## src/hw/mmio_pkg.sv

```systemverilog
package mmio_pkg;

	localparam int IRQ_W = 6; // hwirq[7:2]

	typedef enum logic [2:0] {
		DM_NONE = 3'd0,
		DM_WORD = 3'd1,
		DM_HALF = 3'd2,
		DM_BYTE = 3'd3
	} dm_mode_e;

	typedef enum logic [3:0] {
		DEV_TIMER    = 4'd0,
		DEV_SWITCHES = 4'd2,
		DEV_LED      = 4'd3,
		DEV_BUTTONS  = 4'd5,
		DEV_NONE     = 4'd15
	} dev_id_e;

	localparam logic [31:0] TIMER_LB    = 32'h0000_7F00;
	localparam logic [31:0] TIMER_UB    = 32'h0000_7F0B;
	localparam logic [31:0] LED_LB      = 32'h0000_7F10;
	localparam logic [31:0] LED_UB      = 32'h0000_7F13;
	localparam logic [31:0] SWITCHES_LB = 32'h0000_7F20;
	localparam logic [31:0] SWITCHES_UB = 32'h0000_7F23;
	localparam logic [31:0] BUTTONS_LB  = 32'h0000_7F30;
	localparam logic [31:0] BUTTONS_UB  = 32'h0000_7F33;

	localparam logic [31:0] TIMER_CTRL_OFS   = 32'd0;
	localparam logic [31:0] TIMER_PRESET_OFS = 32'd4;
	localparam logic [31:0] TIMER_COUNT_OFS  = 32'd8;

	typedef enum logic [1:0] {
		TMR_ONESHOT = 2'd0,
		TMR_RELOAD  = 2'd1
	} timer_mode_e;

	typedef struct packed {
		logic [27:0] rsvd;
		logic        irq_mask;
		timer_mode_e mode;
		logic        enable;
	} timer_ctrl_t;

	typedef union packed {
		logic [31:0] word; // Bus view
		timer_ctrl_t f;    // Field view for the counter
	} timer_ctrl_u;

endpackage

```

## src/hw/dev_bus_if.sv

```systemverilog
`timescale 1ns/1ps

interface dev_bus_if;

	logic [31:0] addr; // Offset inside the device window
	logic        write_enable;
	logic [31:0] write_data;
	logic [31:0] read_result;
	logic        irq;

	modport bridge (
		output addr, write_enable, write_data,
		input  read_result, irq
	);

	modport device (
		input  addr, write_enable, write_data,
		output read_result, irq
	);

endinterface

```

## src/hw/bridge.sv

```systemverilog
`timescale 1ns/1ps

module bridge import mmio_pkg::*; (
	input  dm_mode_e         dm_mode,
	input  logic             stop,
	input  logic [31:0]      addr,
	input  logic             write_enable,
	input  logic [31:0]      write_data,
	output logic [31:0]      read_data,
	output logic             valid,
	output logic [IRQ_W+1:2] hwirq,
	dev_bus_if.bridge        tmr,
	dev_bus_if.bridge        led,
	dev_bus_if.bridge        sw,
	dev_bus_if.bridge        btn
);

	dev_id_e     dev;
	logic [31:0] base;
	logic [31:0] ofs;
	logic        tmr_ok;
	logic        wr_go;

	function automatic logic in_win(
		input logic [31:0] a,
		input logic [31:0] lb,
		input logic [31:0] ub
	);
		return (a >= lb) && (a <= ub);
	endfunction

	always_comb begin
		if (in_win(addr, TIMER_LB, TIMER_UB)) begin
			dev  = DEV_TIMER;
			base = TIMER_LB;
		end else if (in_win(addr, LED_LB, LED_UB)) begin
			dev  = DEV_LED;
			base = LED_LB;
		end else if (in_win(addr, SWITCHES_LB, SWITCHES_UB)) begin
			dev  = DEV_SWITCHES;
			base = SWITCHES_LB;
		end else if (in_win(addr, BUTTONS_LB, BUTTONS_UB)) begin
			dev  = DEV_BUTTONS;
			base = BUTTONS_LB;
		end else begin
			dev  = DEV_NONE;
			base = '0;
		end
	end

	assign ofs = addr - base;

	// Timer takes aligned words only and its count register is read-only
	assign tmr_ok = (dm_mode == DM_WORD) && (addr[1:0] == 2'b00) &&
		!(write_enable && (ofs == TIMER_COUNT_OFS));

	always_comb begin
		case (dev)
			DEV_TIMER:                          valid = (dm_mode == DM_NONE) || tmr_ok;
			DEV_LED, DEV_SWITCHES, DEV_BUTTONS: valid = 1'b1;
			default:                            valid = (dm_mode == DM_NONE);
		endcase
	end

	assign wr_go = valid && write_enable && !stop; // Stop holds back writes only

	assign tmr.addr         = (dev == DEV_TIMER) ? ofs : '0;
	assign tmr.write_enable = wr_go && (dev == DEV_TIMER);
	assign tmr.write_data   = write_data;

	assign led.addr         = (dev == DEV_LED) ? ofs : '0;
	assign led.write_enable = wr_go && (dev == DEV_LED);
	assign led.write_data   = write_data;

	assign sw.addr          = (dev == DEV_SWITCHES) ? ofs : '0;
	assign sw.write_enable  = wr_go && (dev == DEV_SWITCHES);
	assign sw.write_data    = write_data;

	assign btn.addr         = (dev == DEV_BUTTONS) ? ofs : '0;
	assign btn.write_enable = wr_go && (dev == DEV_BUTTONS);
	assign btn.write_data   = write_data;

	always_comb begin
		case (dev)
			DEV_TIMER:    read_data = tmr.read_result;
			DEV_LED:      read_data = led.read_result;
			DEV_SWITCHES: read_data = sw.read_result;
			DEV_BUTTONS:  read_data = btn.read_result;
			default:      read_data = '0; // Unmapped
		endcase
	end

	// Bits 3 and 6 were the serial port and display slots
	assign hwirq = {btn.irq, 1'b0, led.irq, sw.irq, 1'b0, tmr.irq};

	always_comb begin
		assert ($onehot0({tmr.write_enable, led.write_enable, sw.write_enable,
			btn.write_enable}))
			else $error("bridge: more than one device write strobe");
	end

endmodule

```

## src/hw/timer.sv

```systemverilog
`timescale 1ns/1ps

module timer import mmio_pkg::*; (
	input logic       clk,
	input logic       arst_n,
	dev_bus_if.device bus
);

	timer_ctrl_u ctrl;
	logic [31:0] preset;
	logic [31:0] count;
	logic        irq_flag;
	logic        ctrl_wr;
	logic        preset_wr;

	assign ctrl_wr   = bus.write_enable && (bus.addr == TIMER_CTRL_OFS);
	assign preset_wr = bus.write_enable && (bus.addr == TIMER_PRESET_OFS);

	always_ff @(posedge clk or negedge arst_n) begin
		if (!arst_n) begin
			ctrl.word <= '0;
			preset    <= '0;
			count     <= '0;
			irq_flag  <= 1'b0;
		end else if (ctrl_wr) begin
			ctrl.word <= bus.write_data;
			irq_flag  <= 1'b0; // Any ctrl write acknowledges
		end else if (preset_wr) begin
			preset <= bus.write_data;
			count  <= bus.write_data;
		end else if (ctrl.f.enable) begin
			if (count != '0) begin
				count <= count - 32'd1;
			end else begin
				irq_flag <= 1'b1;
				if (ctrl.f.mode == TMR_RELOAD)
					count <= preset;
				else
					ctrl.f.enable <= 1'b0; // One-shot stops at zero
			end
		end
	end

	always_comb begin
		case (bus.addr)
			TIMER_CTRL_OFS:   bus.read_result = ctrl.word;
			TIMER_PRESET_OFS: bus.read_result = preset;
			TIMER_COUNT_OFS:  bus.read_result = count;
			default:          bus.read_result = '0;
		endcase
	end

	assign bus.irq = irq_flag & ctrl.f.irq_mask;

	assert property (@(posedge clk) disable iff (!arst_n)
		(ctrl.f.enable && !preset_wr) |-> (count <= preset))
		else $error("timer: count above preset while running");

endmodule

```

## src/hw/led_port.sv

```systemverilog
`timescale 1ns/1ps

module led_port (
	input  logic        clk,
	input  logic        arst_n,
	dev_bus_if.device   bus,
	output logic [15:0] leds
);

	logic [15:0] led_q;

	always_ff @(posedge clk or negedge arst_n) begin
		if (!arst_n)
			led_q <= '0;
		else if (bus.write_enable)
			led_q <= bus.write_data[15:0]; // Upper half ignored
	end

	assign leds            = led_q;
	assign bus.read_result = {16'h0000, led_q};
	assign bus.irq         = 1'b0; // No interrupt source

endmodule

```

## src/hw/input_port.sv

```systemverilog
`timescale 1ns/1ps

module input_port #(
	parameter int WIDTH = 16
) (
	input logic             clk,
	input logic             arst_n,
	input logic [WIDTH-1:0] pins,
	dev_bus_if.device       bus
);

	logic [WIDTH-1:0] sync1;
	logic [WIDTH-1:0] sync2;
	logic [WIDTH-1:0] sync_d; // Last synchronized value for edge detect
	logic             irq_q;

	always_ff @(posedge clk or negedge arst_n) begin
		if (!arst_n) begin
			sync1  <= '0;
			sync2  <= '0;
			sync_d <= '0;
		end else begin
			sync1  <= pins;
			sync2  <= sync1;
			sync_d <= sync2;
		end
	end

	// A change wins over a clearing write so no event is lost
	always_ff @(posedge clk or negedge arst_n) begin
		if (!arst_n)
			irq_q <= 1'b0;
		else if (sync2 != sync_d)
			irq_q <= 1'b1;
		else if (bus.write_enable)
			irq_q <= 1'b0;
	end

	assign bus.read_result = 32'(sync2);
	assign bus.irq         = irq_q;

	assert property (@(posedge clk) disable iff (!arst_n)
		$fell(irq_q) |-> $past(bus.write_enable))
		else $error("input_port: irq cleared without a write");

endmodule

```

## src/hw/mmio_top.sv

```systemverilog
`timescale 1ns/1ps

module mmio_top import mmio_pkg::*; #(
	parameter int SW_WIDTH  = 16,
	parameter int BTN_WIDTH = 5
) (
	input  logic                 clk,
	input  logic                 arst_n,
	input  dm_mode_e             dm_mode,
	input  logic                 stop,
	input  logic [31:0]          addr,
	input  logic                 write_enable,
	input  logic [31:0]          write_data,
	output logic [31:0]          read_data,
	output logic                 valid,
	output logic [IRQ_W+1:2]     hwirq,
	output logic [15:0]          leds,
	input  logic [SW_WIDTH-1:0]  switches,
	input  logic [BTN_WIDTH-1:0] buttons
);

	dev_bus_if tmr_bus ();
	dev_bus_if led_bus ();
	dev_bus_if sw_bus ();
	dev_bus_if btn_bus ();

	bridge u_bridge (
		.dm_mode      (dm_mode),
		.stop         (stop),
		.addr         (addr),
		.write_enable (write_enable),
		.write_data   (write_data),
		.read_data    (read_data),
		.valid        (valid),
		.hwirq        (hwirq),
		.tmr          (tmr_bus),
		.led          (led_bus),
		.sw           (sw_bus),
		.btn          (btn_bus)
	);

	timer u_timer (
		.clk    (clk),
		.arst_n (arst_n),
		.bus    (tmr_bus)
	);

	led_port u_led (
		.clk    (clk),
		.arst_n (arst_n),
		.bus    (led_bus),
		.leds   (leds)
	);

	input_port #(
		.WIDTH (SW_WIDTH)
	) u_switches (
		.clk    (clk),
		.arst_n (arst_n),
		.pins   (switches),
		.bus    (sw_bus)
	);

	input_port #(
		.WIDTH (BTN_WIDTH)
	) u_buttons (
		.clk    (clk),
		.arst_n (arst_n),
		.pins   (buttons),
		.bus    (btn_bus)
	);

endmodule

```

## config.mk

```make
export PLATFORM = sky130hd
export DESIGN_NAME = mmio_top
export DESIGN_NICKNAME = d
export VERILOG_FILES = /design/src/hw/mmio_pkg.sv /design/src/hw/dev_bus_if.sv /design/src/hw/bridge.sv /design/src/hw/timer.sv /design/src/hw/led_port.sv /design/src/hw/input_port.sv /design/src/hw/mmio_top.sv
export SDC_FILE = /design/constraint.sdc
export NUM_CORES = 1
export LEC_CHECK = 0
export ABC_AREA = 1
export BUFFER_PORTS_ARGS = -buffer_cell sky130_fd_sc_hd__buf_2
export CAP_MARGIN = 20
export CORE_ASPECT_RATIO = 1.1
export CORE_MARGIN = 1.5
export CORE_UTILIZATION = 40
export CTS_BUF_LIST = sky130_fd_sc_hd__clkbuf_8
export CTS_CLUSTER_DIAMETER = 150
export DETAILED_ROUTE_END_ITERATION = 8
export REMOVE_ABC_BUFFERS = 1
export SYNTH_ARGS = -nofsm -noshare
export SYNTH_HDL_FRONTEND = slang
export SYNTH_SLANG_ARGS = --single-unit
```

## constraint.sdc

```tcl
create_clock -name clk -period 8.8 [get_ports clk]
set_input_delay 2.2 -clock clk [delete_from_list [all_inputs] [get_ports clk]]
set_output_delay 2.2 -clock clk [all_outputs]
set_load 0.005 [all_outputs]
```

==> metrics.md, run 1 <==
| Metric | Value |
|---|---|
| Die Ht | `between 150 and 200 µm` |
| Worst-Margin Slew | `~1.1 ns` |
| Yosys warns | `0` |
| Main flop type after synthesis | `dfrtp_1` |
| Ys async rst share | `100%` |
| DP Worst Slack | `between 0.2 and 0.25 ns` |
| Fin crit share | `95.3%` |
| Synthesized cell area | `10600 µm²` |
| DR iter-0 viols | `between 800 and 900` |
| Io pins | `about 150` |
| FF+latch count, synth | `around 180` |
| Lkg Pwr | `6.33 nW` |
| Setup WS post-layout | `~0.4 ns` |
| Setup violators final | `0` |
| Vias per cell | `5.20` |
| Initial antenna violation count | `0` |
| Fin cells | `slightly below 2k` |
| Detail Placement HPWL | `roughly 24000 µm` |
| Cell Pwr Density | `approximately 120 nW/µm²` |
| Layout cells sized above 1 | `between 15 and 20%` |
| Clk network pwr share | `between 30% and 40%` |
| Number of flops mapped to enable cells by yosys | `0` |
| Largest family of logic cells by synthesized area | `simple AND/OR/NAND/NOR gates` |
| Synth Area in Compound Gates | `11.8%` |
| Vias in the first global route | `~9.8k` |
| Worst-path clk slew | `between 0.1 and 0.15 ns` |
| R2R Path Start | `u_timer.count[18]` |
| TritonCTS Buffers | `17` |
| Maximum number of pins on one net before global-route repair | `between 100 and 150` |
| Syn-to-layout area delta | `14.8%` |
| Slew margin rel. | `between 20 and 30%` |
| Comb power frac | `roughly 7.4%` |
| CTS tree | `built` |
| RSZ-0062 raised after global routing | `true` |
| Clk buf depth | `2` |
| First-pass GRT wire length | `roughly 52000 µm` |
| Post-Syn Instances | `between 1k and 1.5k` |
| CP Launch Type | `input port` |
| Psw | `approximately 430 µW` |
| Critical-path top delay cell | `or3_1` |
| Clock root cell | `clkbuf_8` |
| Fin. Hold Viols | `0` |
| Adder-cell share of the synthesized area | `less than 1%` |
| Fillers | `roughly 2.8k` |
| Drt wl/cell | `between 15 and 20 µm` |
| Mux cell area share after synthesis | `0%` |
| Sw Share | `28.3%` |
| Die width | `between 150 and 200 µm` |
| Critical path type | `in2out` |
| Synth unique cells | `50` |
| Max-Cap Viols | `0` |
| Slew Limit Fails | `0` |
| Global route overflow | `0` |
| Clk Latency, worst-skew pair | `0.48 ns` |
| Clock skew | `between 0.02 and 0.025 ns` |
| CP peak stage delay | `around 0.36 ns` |
| Cell internal pwr | `around 1.1 mW` |
| # diodes | `0` |
| Total vias in the final route | `slightly above 10k` |
| Die area | `27600 µm²` |
| Worst min-delay path class | `reg2reg` |
| Residual DRC | `0` |
| Syn Area/Cell | `around 7.3 µm²` |
| Worst hold start | `u_switches.sync1[10]` |
| Port bufs | `between 100 and 150` |
| Overall routing resource usage | `about 24%` |
| Sequential share of the synthesized area | `41.9%` |
| Rows | `62` |
| Max Freq | `approximately 0.12 GHz` |
| Crit path max fanout | `16` |
| Post-CTS Hold Buffers | `0` |
| WP data arrival | `6.19 ns` |
| Most frequent CP cell | `nand2_1` |
| Critical Path Source | `addr[18]` |
| Status | `finished clean` |
| DP Cell Count | `1922` |
| CTS HTree Levels | `4` |
| Worst IR drop on VDD | `just under 0.00009 V` |
| Setup TNS | `0 ns` |
| Xor/xnor share of the synthesized area | `under 10%` |
| Post-synthesis simple-gate area fraction | `32.8%` |
| Clk sinks | `178` |
| Core area | `about 26000 µm²` |
| Final GP Congestion | `between 0.9 and 1` |
| Nets | `1690` |
| WP data required | `between 6 and 7 ns` |
| Final WL | `roughly 33000 µm` |
| Pre-Repair DR Iteration Count | `5` |
| Sequential Power Share | `between 50 and 60%` |
| Antenna Nets Post-Route | `0` |
| Crit. End Element | `output pin` |
| Min cycle time layout | `about 8.4 ns` |
| Initial core utilization | `between 40 and 50%` |
==> power by group through the flow <==
stage          Combinational (mW)  Clock [mW]  Sequential, mW
2_1_floorplan              0.0448           0           0.854
3_3_place_gp                0.112           0           0.856
3_5_place_dp                0.111           0           0.856
4_1_cts                     0.111       0.575           0.840
5_1_grt                     0.127       0.610           0.842
6_report                    0.113       0.562           0.840
==> repair_timing <==
item,CTS,global route
gates resized for setup,0,8
setup buffers,0,1
endpoints found under the setup margin,0,32
==> registers in the layout, summed over array words and instances, names as in the netlist <==
name,cells
u_switches.sync2,16
u_timer.irq_flag,1
u_switches.sync1,16
u_led.leds,16
u_buttons.sync2,5
u_buttons.bus.irq,1
u_timer.preset,32
u_buttons.sync_d,5
u_switches.sync_d,16
u_switches.bus.irq,1
u_timer.count,32
u_timer.ctrl,32
u_buttons.sync1,5
==> synthesized netlist by cell type, drive strengths merged, types with 2 or more instances <==
cell type  count  share of area, %
o21ai        119               5.7
nand2        401                15
a31oi          4              0.24
nor2         161               6.1
xnor2         17               1.4
o41ai          2              0.31
nand3        103               5.0
nor4b          2              0.16
or3            3              0.18
nor3          16              0.91
a221oi        11              0.91
nor3b          3              0.21
clkinv         2             0.071
nand3b         7              0.49
ha             5              0.59
or2            3              0.18
o22ai         24               1.4
a21oi         32               1.6
nor4          17               1.1
buf           41               2.4
o21bai        16               1.1
xor2          25               2.1
clkbuf        23              0.84
dfrtp        178                42
o221ai         3              0.25
nand4         65               4.0
inv          167               5.9
==> cell type report <==
type	count	area, µm²	share of cell area (%)
multi-input cells	1046	5230	42.8
clock inverters	15	161	1.32
well taps	352	440	3.61
flip-flops and latches	178	4450	36.5
clock buffers	17	234	1.92
repair buffers	180	1050	8.62
inverters	169	634	5.20
==> cells in the final DEF, fill, tap and decap left out, drive strengths merged <==
cell    synthesis  routed
nand2         401     401
buf            41     180
dfrtp         178     178
inv           167     177
nor2          161     161
o21ai         119     119
nand3         103     103
nand4          65      65
a21oi          32      32
xor2           25      25
o22ai          24      24
xnor2          17      17
clkbuf         23      17
nor4           17      17
o21bai         16      16
nor3           16      16
a221oi         11      11
nand3b          7       7
clkinv          2       7
ha              5       5
a31oi           4       4
or3             3       3
nor3b           3       3
o221ai          3       3
or2             3       3
conb            1       3
o41ai           2       2
nor4b           2       2
o31ai           1       1
o21a            1       1
o211ai          1       1
fa              1       1
==> through the flow <==
step | utilization, % | total power, mW | hold WS [ns] | cell area (µm²)
6_report | 46.7 | 1.51 | 0.357 | 12200
5_1_grt | 46.7 | 1.58 | 0.365 | 12200
4_1_cts | 46.3 | 1.53 | 0.361 | 12100
3_5_place_dp | 44.8 | 0.967 | 0.335 | 11700
3_3_place_gp | 44.8 | 0.967 | 0.332 | 11700
2_1_floorplan | - | 0.899 | 0.331 | 10300
==> worst max-delay path: cells and delay by family <==
family / cells / cell delay [ns]
fa+ha+maj: 1 / 0.26
buf+inv: 5 / 0.64
simple gates: 23 / 2.78
compound gates: 3 / 0.29
==> final timing paths <==
path | to | slack [ns] | depth (start not counted)
min in group asynchronous | u_timer.ctrl[25] | 1.57 | 1
setup / recovery | read_data[17] | 0.41 | 32
hold / removal | u_switches.sync2[10] | 0.36 | 0
max in group asynchronous | u_switches.sync1[6] | 5.63 | 3
hold reg to reg | u_switches.sync2[10] | 0.36 | 0
setup reg to reg | u_timer.count[25] | 5.45 | 11
==> cell families after synthesis <==
kind of cell / count (synthesis)
other: 1
and+or+nand+nor: 781
AOI/OAI and AO/OA: 214
DFF: 178
adders and majority gates: 6
buffers and inverters: 233
xor gates and xnor gates: 42
==> per-layer routing <==
layer	GRT usage, %	wire (µm)	vias to the layer above
met5	0	0	-
met4	7.40	694	0
met3	2.54	1300	40
met2	40.7	16000	278
met1	32.5	14600	4816
li1	-	-	5043
No activity file was read; power rests on OpenSTA's default activity.
==> run 2, diff against run 1 <==
--- a/config.mk
+++ b/config.mk
@@ -6,7 +6,6 @@
 export NUM_CORES = 1
 export LEC_CHECK = 0
 export ABC_AREA = 1
-export BUFFER_PORTS_ARGS = -buffer_cell sky130_fd_sc_hd__buf_2
 export CAP_MARGIN = 20
 export CORE_ASPECT_RATIO = 1.1
 export CORE_MARGIN = 1.5
@@ -14,6 +13,7 @@
 export CTS_BUF_LIST = sky130_fd_sc_hd__clkbuf_8
 export CTS_CLUSTER_DIAMETER = 150
 export DETAILED_ROUTE_END_ITERATION = 8
+export DONT_BUFFER_PORTS = 1
 export REMOVE_ABC_BUFFERS = 1
 export SYNTH_ARGS = -nofsm -noshare
 export SYNTH_HDL_FRONTEND = slang
==> metrics.md, run 2 (synthesis results as in run 1) <==
| Metric | Value |
|---|---|
| Fillers | `2738 (-1.4%)` |
| Post-CTS Hold Buffers | `0 (unchanged)` |
| Most common cell after layout, fill and taps aside | `nand2_1` |
| Worst-Margin Slew | `0.886 ns (-0.181 ns)` |
| Hold Path Cell Cnt | `0 (unchanged)` |
| Delay-heaviest family, CP | `simple AND/OR/NAND/NOR gates` |
| Worst hold start | `u_switches.sync1[6]` |
| # diodes | `0 (unchanged)` |
| Dpl cell area | `11100 µm² (-5.1%)` |
| Pre-Repair DR Iteration Count | `5 (unchanged)` |
| DP Worst Slack | `0.0923 ns (-0.134 ns)` |
| Layout cells sized above 1 | `9.42% (-7.1 points)` |
| Die Ht | `174 µm (unchanged)` |
| TritonCTS Buffers | `17 (unchanged)` |
| Global route overflow | `0 (unchanged)` |
| Sink of the worst hold path | `u_switches.sync2[6]` |
| Worst IR drop on VDD | `0.0000901 V (+2.3%)` |
| Max-Cap Viols | `0 (unchanged)` |
| R2R Path Start | `u_timer.count[18]` |
| Io pins | `147 (unchanged)` |
| Status | `finished clean` |
| Biggest regs | `u_timer.count: 32 flops, u_timer.ctrl: 32 flops, u_timer.preset: 32 flops` |
| CTS HTree Levels | `4 (unchanged)` |
| Critical-path top delay cell | `or3_1` |
| CTS tree | `built` |
| Port bufs | `0 (-100%)` |
| Max Freq | `0.119 GHz (about the same)` |
| Crit path max fanout | `16 (unchanged)` |
| Slew Limit Fails | `0 (unchanged)` |
| Vias per cell | `5.32 (+2.3%)` |
| Total vias in the final route | `9727 (-4.4%)` |
| Min cycle time layout | `8.39 ns (+0.00514 ns)` |
| Setup WS post-layout | `0.406 ns (-0.00514 ns)` |
| Core area | `26100 µm² (unchanged)` |
| Nets | `1561 (-7.6%)` |
| Fin area | `11600 µm² (-4.7%)` |
| Commonest non-fill, non-tap cells in the layout | `383 x nand2_1, 178 x dfrtp_1, 161 x inv_1, 146 x nor2_1, 100 x nand3_1` |
| Cell Pwr Density | `127 nW/µm² (+2.3%)` |
| Maximum number of pins on one net before global-route repair | `179 (+60%)` |
| Worst path buffer plus inverter count | `4 (-1)` |
| Die width | `158 µm (unchanged)` |
| Lkg Pwr | `5.79 nW (-8.5%)` |
| Crit. End Element | `output pin` |
| Clk Latency, worst-skew pair | `0.49 ns (about the same)` |
| Critical path type | `in2out` |
| Die area | `27600 µm² (unchanged)` |
| Final WL | `32500 µm (-0.19%)` |
| Setup violators final | `0 (unchanged)` |
| Worst r2r dst | `u_timer.count[9]` |
| DR iter-0 viols | `695 (-15%)` |
| First-pass GRT wire length | `51800 µm (-0.58%)` |
| Reg2reg path depth | `11 (unchanged)` |
| Antenna Nets Post-Route | `0 (unchanged)` |
| Initial core utilization | `40.7% (unchanged)` |
| WP data arrival | `6.19 ns (about the same)` |
| Clock skew | `0.0153 ns (-0.00593 ns)` |
| Rows | `62 (unchanged)` |
| WHS | `0.355 ns (-0.00257 ns)` |
| Clk buf depth | `2 (unchanged)` |
| Fin crit share | `95.4% (about the same)` |
| Clock root cell | `clkbuf_8` |
| CP peak stage delay | `0.32 ns (-0.04 ns)` |
| Slew margin rel. | `40.8% (+12 points)` |
| Worst-path clk slew | `0.10 ns (about the same)` |
| Drt wl/cell | `17.8 µm (+6.8%)` |
| Worst min-delay path class | `reg2reg` |
| Fin. Hold Viols | `0 (unchanged)` |
| Vias in the first global route | `9595 (-2.3%)` |
| Post-layout util | `44.5% (-2.2 points)` |
| Most frequent CP cell | `nand2_1` |
| Total power | `1.48 mW (-2.5%)` |
| Initial antenna violation count | `0 (unchanged)` |
| Final GP Congestion | `0.846 (-7.5%)` |
| Syn-to-layout area delta | `9.36%` |
| WP data required | `6.60 ns (about the same)` |
| CP Launch Type | `input port` |
| Detail Placement HPWL | `23100 µm (-2.8%)` |
| Residual DRC | `0 (unchanged)` |
| Overall routing resource usage | `24.1% (-0.048 points)` |
| Worst reg-to-reg setup slack | `5.13 ns (-0.32 ns)` |
| Clk sinks | `178 (unchanged)` |
## run 2: cell count changes in the layout (fill, tap and decap cells not counted), sizes merged
cell / delta
buf: -129
clkbuf: +1
clkinv: +1
clkinvlp: +1
inv: -3
## run 2: routing by layer
layer	part of all wire (%)	GRT usage, %
met5	0	0
met4	2.0	7.13
met3	5.3	4.54
met2	49	40.2
met1	44	31.6
## run 2: metrics by stage
stage | std cells | TNS (ns)
5_1_grt | 1828 | -0.0324
6_report | 1828 | 0
2_1_floorplan | 1393 | 0
3_5_place_dp | 1794 | 0
3_3_place_gp | 1794 | 0
4_1_cts | 1826 | 0
## run 2: worst max-delay path by stage
| stage | from | to | slack, ns | cells after the start |
|---|---|---|---|---|
| 2_1_floorplan | addr[22] | read_data[0] | 0.64 | 23 |
| 3_3_place_gp | addr[28] | read_data[6] | 0.09 | 30 |
| 3_5_place_dp | addr[28] | read_data[8] | 0.09 | 30 |
| 4_1_cts | addr[28] | read_data[8] | 0.06 | 30 |
| 5_1_grt | addr[18] | read_data[8] | -0.02 | 31 |
| 6_report | addr[18] | read_data[8] | 0.41 | 30 |
## run 2: final cells by class
| cell class | instances | area, µm² | share of cell area [%] |
|---|---|---|---|
| clock buffer | 18 | 248 | 2.13 |
| clock inverter | 14 | 161 | 1.39 |
| sequential | 178 | 4450 | 38.3 |
| timing repair buffer | 51 | 428 | 3.68 |
| inverter | 169 | 634 | 5.46 |
| multi-input combinational | 1046 | 5260 | 45.2 |
| tap | 352 | 440 | 3.79 |
## run 2: report_power, final
group,total [mW],leakage (nW),internal [mW],switching [mW]
Clock,0.578,0.203,0.223,0.355
Combinational,0.0591,3.43,0.0213,0.0378
Sequential,0.840,2.16,0.832,0.00799
## run 2: timing repair
| item | 4_1_cts | 5_1_grt |
|---|---|---|
| setup endpoints to repair | 0 | 32 |
| gates resized for setup | 0 | 16 |
| hold endpoints to repair | 0 | 0 |
| setup buffers | 0 | 1 |
==> run 3, diff against run 2 <==
--- a/config.mk
+++ b/config.mk
@@ -7,13 +7,16 @@
 export LEC_CHECK = 0
 export ABC_AREA = 1
 export CAP_MARGIN = 20
+export CELL_PAD_IN_SITES_DETAIL_PLACEMENT = 2
+export CELL_PAD_IN_SITES_GLOBAL_PLACEMENT = 2
 export CORE_ASPECT_RATIO = 1.1
 export CORE_MARGIN = 1.5
-export CORE_UTILIZATION = 40
+export CORE_UTILIZATION = 38
 export CTS_BUF_LIST = sky130_fd_sc_hd__clkbuf_8
 export CTS_CLUSTER_DIAMETER = 150
 export DETAILED_ROUTE_END_ITERATION = 8
 export DONT_BUFFER_PORTS = 1
+export PLACE_DENSITY_LB_ADDON = 0.1
 export REMOVE_ABC_BUFFERS = 1
 export SYNTH_ARGS = -nofsm -noshare
 export SYNTH_HDL_FRONTEND = slang
==> metrics.md, run 3 (synthesis results as in run 1) <==
| Metric | Value |
|---|---|
| Status | `finished clean` |
| TritonCTS Buffers | `17 (unchanged)` |
| Die area | `29000 µm² (+5.2%)` |
| Slew Limit Fails | `0 (unchanged)` |
| Max Freq | `0.116 GHz (-2.3%)` |
| Layout cells sized above 1 | `9.02% (-0.40 points)` |
| Total vias in the final route | `10.2k (+5.0%)` |
| Clock root cell | `clkbuf_8` |
| Nets | `1560 (-0.064%)` |
| Lkg Pwr | `5.77 nW (-0.40%)` |
| Setup violators final | `0 (unchanged)` |
| Core area | `27600 µm² (+5.7%)` |
| Clk buf depth | `2 (unchanged)` |
| Final GP Congestion | `0.862 (+1.8%)` |
| CP Launch Type | `input port` |
| Rows | `64 (+3.2%)` |
| Min cycle time layout | `8.59 ns (+0.196 ns)` |
| Worst-path clk slew | `0.11 ns (about the same)` |
| Io pins | `147 (unchanged)` |
| Residual DRC | `0 (unchanged)` |
| Worst-Margin Slew | `0.896 ns (+0.00961 ns)` |
| Initial antenna violation count | `0 (unchanged)` |
| Slew margin rel. | `40.1% (-0.77 points)` |
| Max-Cap Viols | `0 (unchanged)` |
| Fin. Hold Viols | `0 (unchanged)` |
| Detail Placement HPWL | `28400 µm (+23%)` |
| Initial core utilization | `38.5% (-2.2 points)` |
| Antenna Nets Post-Route | `0 (unchanged)` |
| Cell Pwr Density | `127 nW/µm² (+0.33%)` |
| Pre-Repair DR Iteration Count | `5 (unchanged)` |
| Overall routing resource usage | `27.9% (+3.8 points)` |
| WP data required | `6.60 ns (about the same)` |
| Worst IR drop on VDD | `0.000109 V (+21%)` |
| Fin crit share | `97.6% (+2.2 points)` |
| CTS tree | `built` |
| Critical path type | `in2out` |
| Critical-path top delay cell | `buf_4` |
| Delay-heaviest family, CP | `simple AND/OR/NAND/NOR gates` |
| Post-CTS Hold Buffers | `0 (unchanged)` |
| Final WL | `39700 µm (+22%)` |
| Worst path buffer plus inverter count | `4 (unchanged)` |
| Setup WS post-layout | `0.210 ns (-0.196 ns)` |
| Post-layout util | `42.0% (-2.5 points)` |
| DP Worst Slack | `-0.00193 ns (-0.0943 ns)` |
| CP peak stage delay | `0.36 ns (+0.04 ns)` |
| Clk Latency, worst-skew pair | `0.50 ns (about the same)` |
| Maximum number of pins on one net before global-route repair | `179 (unchanged)` |
| Commonest non-fill, non-tap cells in the layout | `386 x nand2_1, 178 x dfrtp_1, 162 x inv_1, 148 x nor2_1, 100 x nand3_1` |
| Biggest regs | `u_timer.count: 32 flops, u_timer.ctrl: 32 flops, u_timer.preset: 32 flops` |
| Clock skew | `0.0139 ns (-0.00144 ns)` |
| Most frequent CP cell | `nand2_1` |
| # diodes | `0 (unchanged)` |
| Clk sinks | `178 (unchanged)` |
| Vias per cell | `5.56 (+4.5%)` |
| Die Ht | `178 µm (+2.6%)` |
| Port bufs | `0 (unchanged)` |
| Crit. End Element | `output pin` |
| DR iter-0 viols | `526 (-24%)` |
| Global route overflow | `0 (unchanged)` |
| Vias in the first global route | `11.3k (+17%)` |
| First-pass GRT wire length | `61900 µm (+20%)` |
| Crit path max fanout | `21 (+5)` |
| Worst min-delay path class | `reg2reg` |
| Syn-to-layout area delta | `9.16%` |
| Die width | `162 µm (+2.5%)` |
| Drt wl/cell | `21.6 µm (+21%)` |
| CTS HTree Levels | `4 (unchanged)` |
| Cell Chain, Critical Path | `nor2_2, inv_1, nor2_1, nand4_1, nand2_1, nand2_2, nand2_2, inv_2, ha_1, nand2_1, nand2_1, nor2_2, nand3_1, nand2_2, nand3_1, nand2_1, o21ai_1, nand3_1, buf_4, o22ai_1, a21oi_1, o21bai_1, buf_4` |
| WP data arrival | `6.39 ns (+0.20 ns)` |
| RSZ-0062 raised after global routing | `true` |
| Most common cell after layout, fill and taps aside | `nand2_1` |
-- run 3: path summary, 6_finish.rpt --
path                                       end  cells past startpoint  slack [ns]          startpoint
setup / recovery                  read_data[0]                     23        0.21             addr[7]
hold / removal              u_buttons.sync2[0]                      0        0.35  u_buttons.sync1[0]
setup reg to reg             u_timer.count[16]                     11        5.22   u_timer.count[18]
hold reg to reg             u_buttons.sync2[0]                      0        0.35  u_buttons.sync1[0]
max in group asynchronous    u_timer.count[14]                      0        7.09              arst_n
min in group asynchronous  u_switches.sync1[2]                      0        1.38              arst_n
-- run 3: layout make-up --
class                   count  area (µm²)
fillers                  3359       16000
multi-input cells        1046        5230
flip-flops and latches    178        4450
inverters                 169         634
well taps                 363         454
repair buffers             50         432
clock buffers              17         234
clock inverters            15         165
-- run 3: what timing repair did --
| item | CTS | global route |
|---|---|---|
| endpoints found under the hold margin | 0 | 0 |
| setup buffers | 0 | 1 |
| pin swaps | 0 | 1 |
| endpoints found under the setup margin | 1 | 32 |
| gates resized for setup | 1 | 8 |
-- run 3: metal layers --
metal / global-route usage (%) / up-vias / part of all wire [%] / wire (µm)
li1: - / 4774 / - / -
met1: 32.5 / 5185 / 41 / 16300
met2: 51.7 / 189 / 53 / 21000
met3: 4.37 / 69 / 3.3 / 1330
met4: 9.37 / 0 / 2.5 / 995
met5: 0 / - / 0 / 0
-- run 3: stage by stage --
| step | hold WS (ns) | std cells | instance area, µm² | TNS (ns) | power, mW |
|---|---|---|---|---|---|
| floorplan | 0.331 | 1393 | 10300 | 0 | 0.899 |
| CTS | 0.354 | 1835 | 11500 | 0 | 1.49 |
| detailed placement | 0.336 | 1803 | 11100 | -0.00249 | 0.920 |
| global route | 0.355 | 1838 | 11600 | -0.229 | 1.53 |
| finish | 0.350 | 1838 | 11600 | 0 | 1.48 |
| global placement | 0.332 | 1803 | 11100 | 0 | 0.916 |
-- run 3: report_power, final --
part / leakage, nW / internal (mW) / total [mW] / switching [mW]
Sequential: 2.16 / 0.832 / 0.841 / 0.00863
Combinational: 3.41 / 0.0213 / 0.0647 / 0.0433
Clock: 0.202 / 0.215 / 0.574 / 0.359
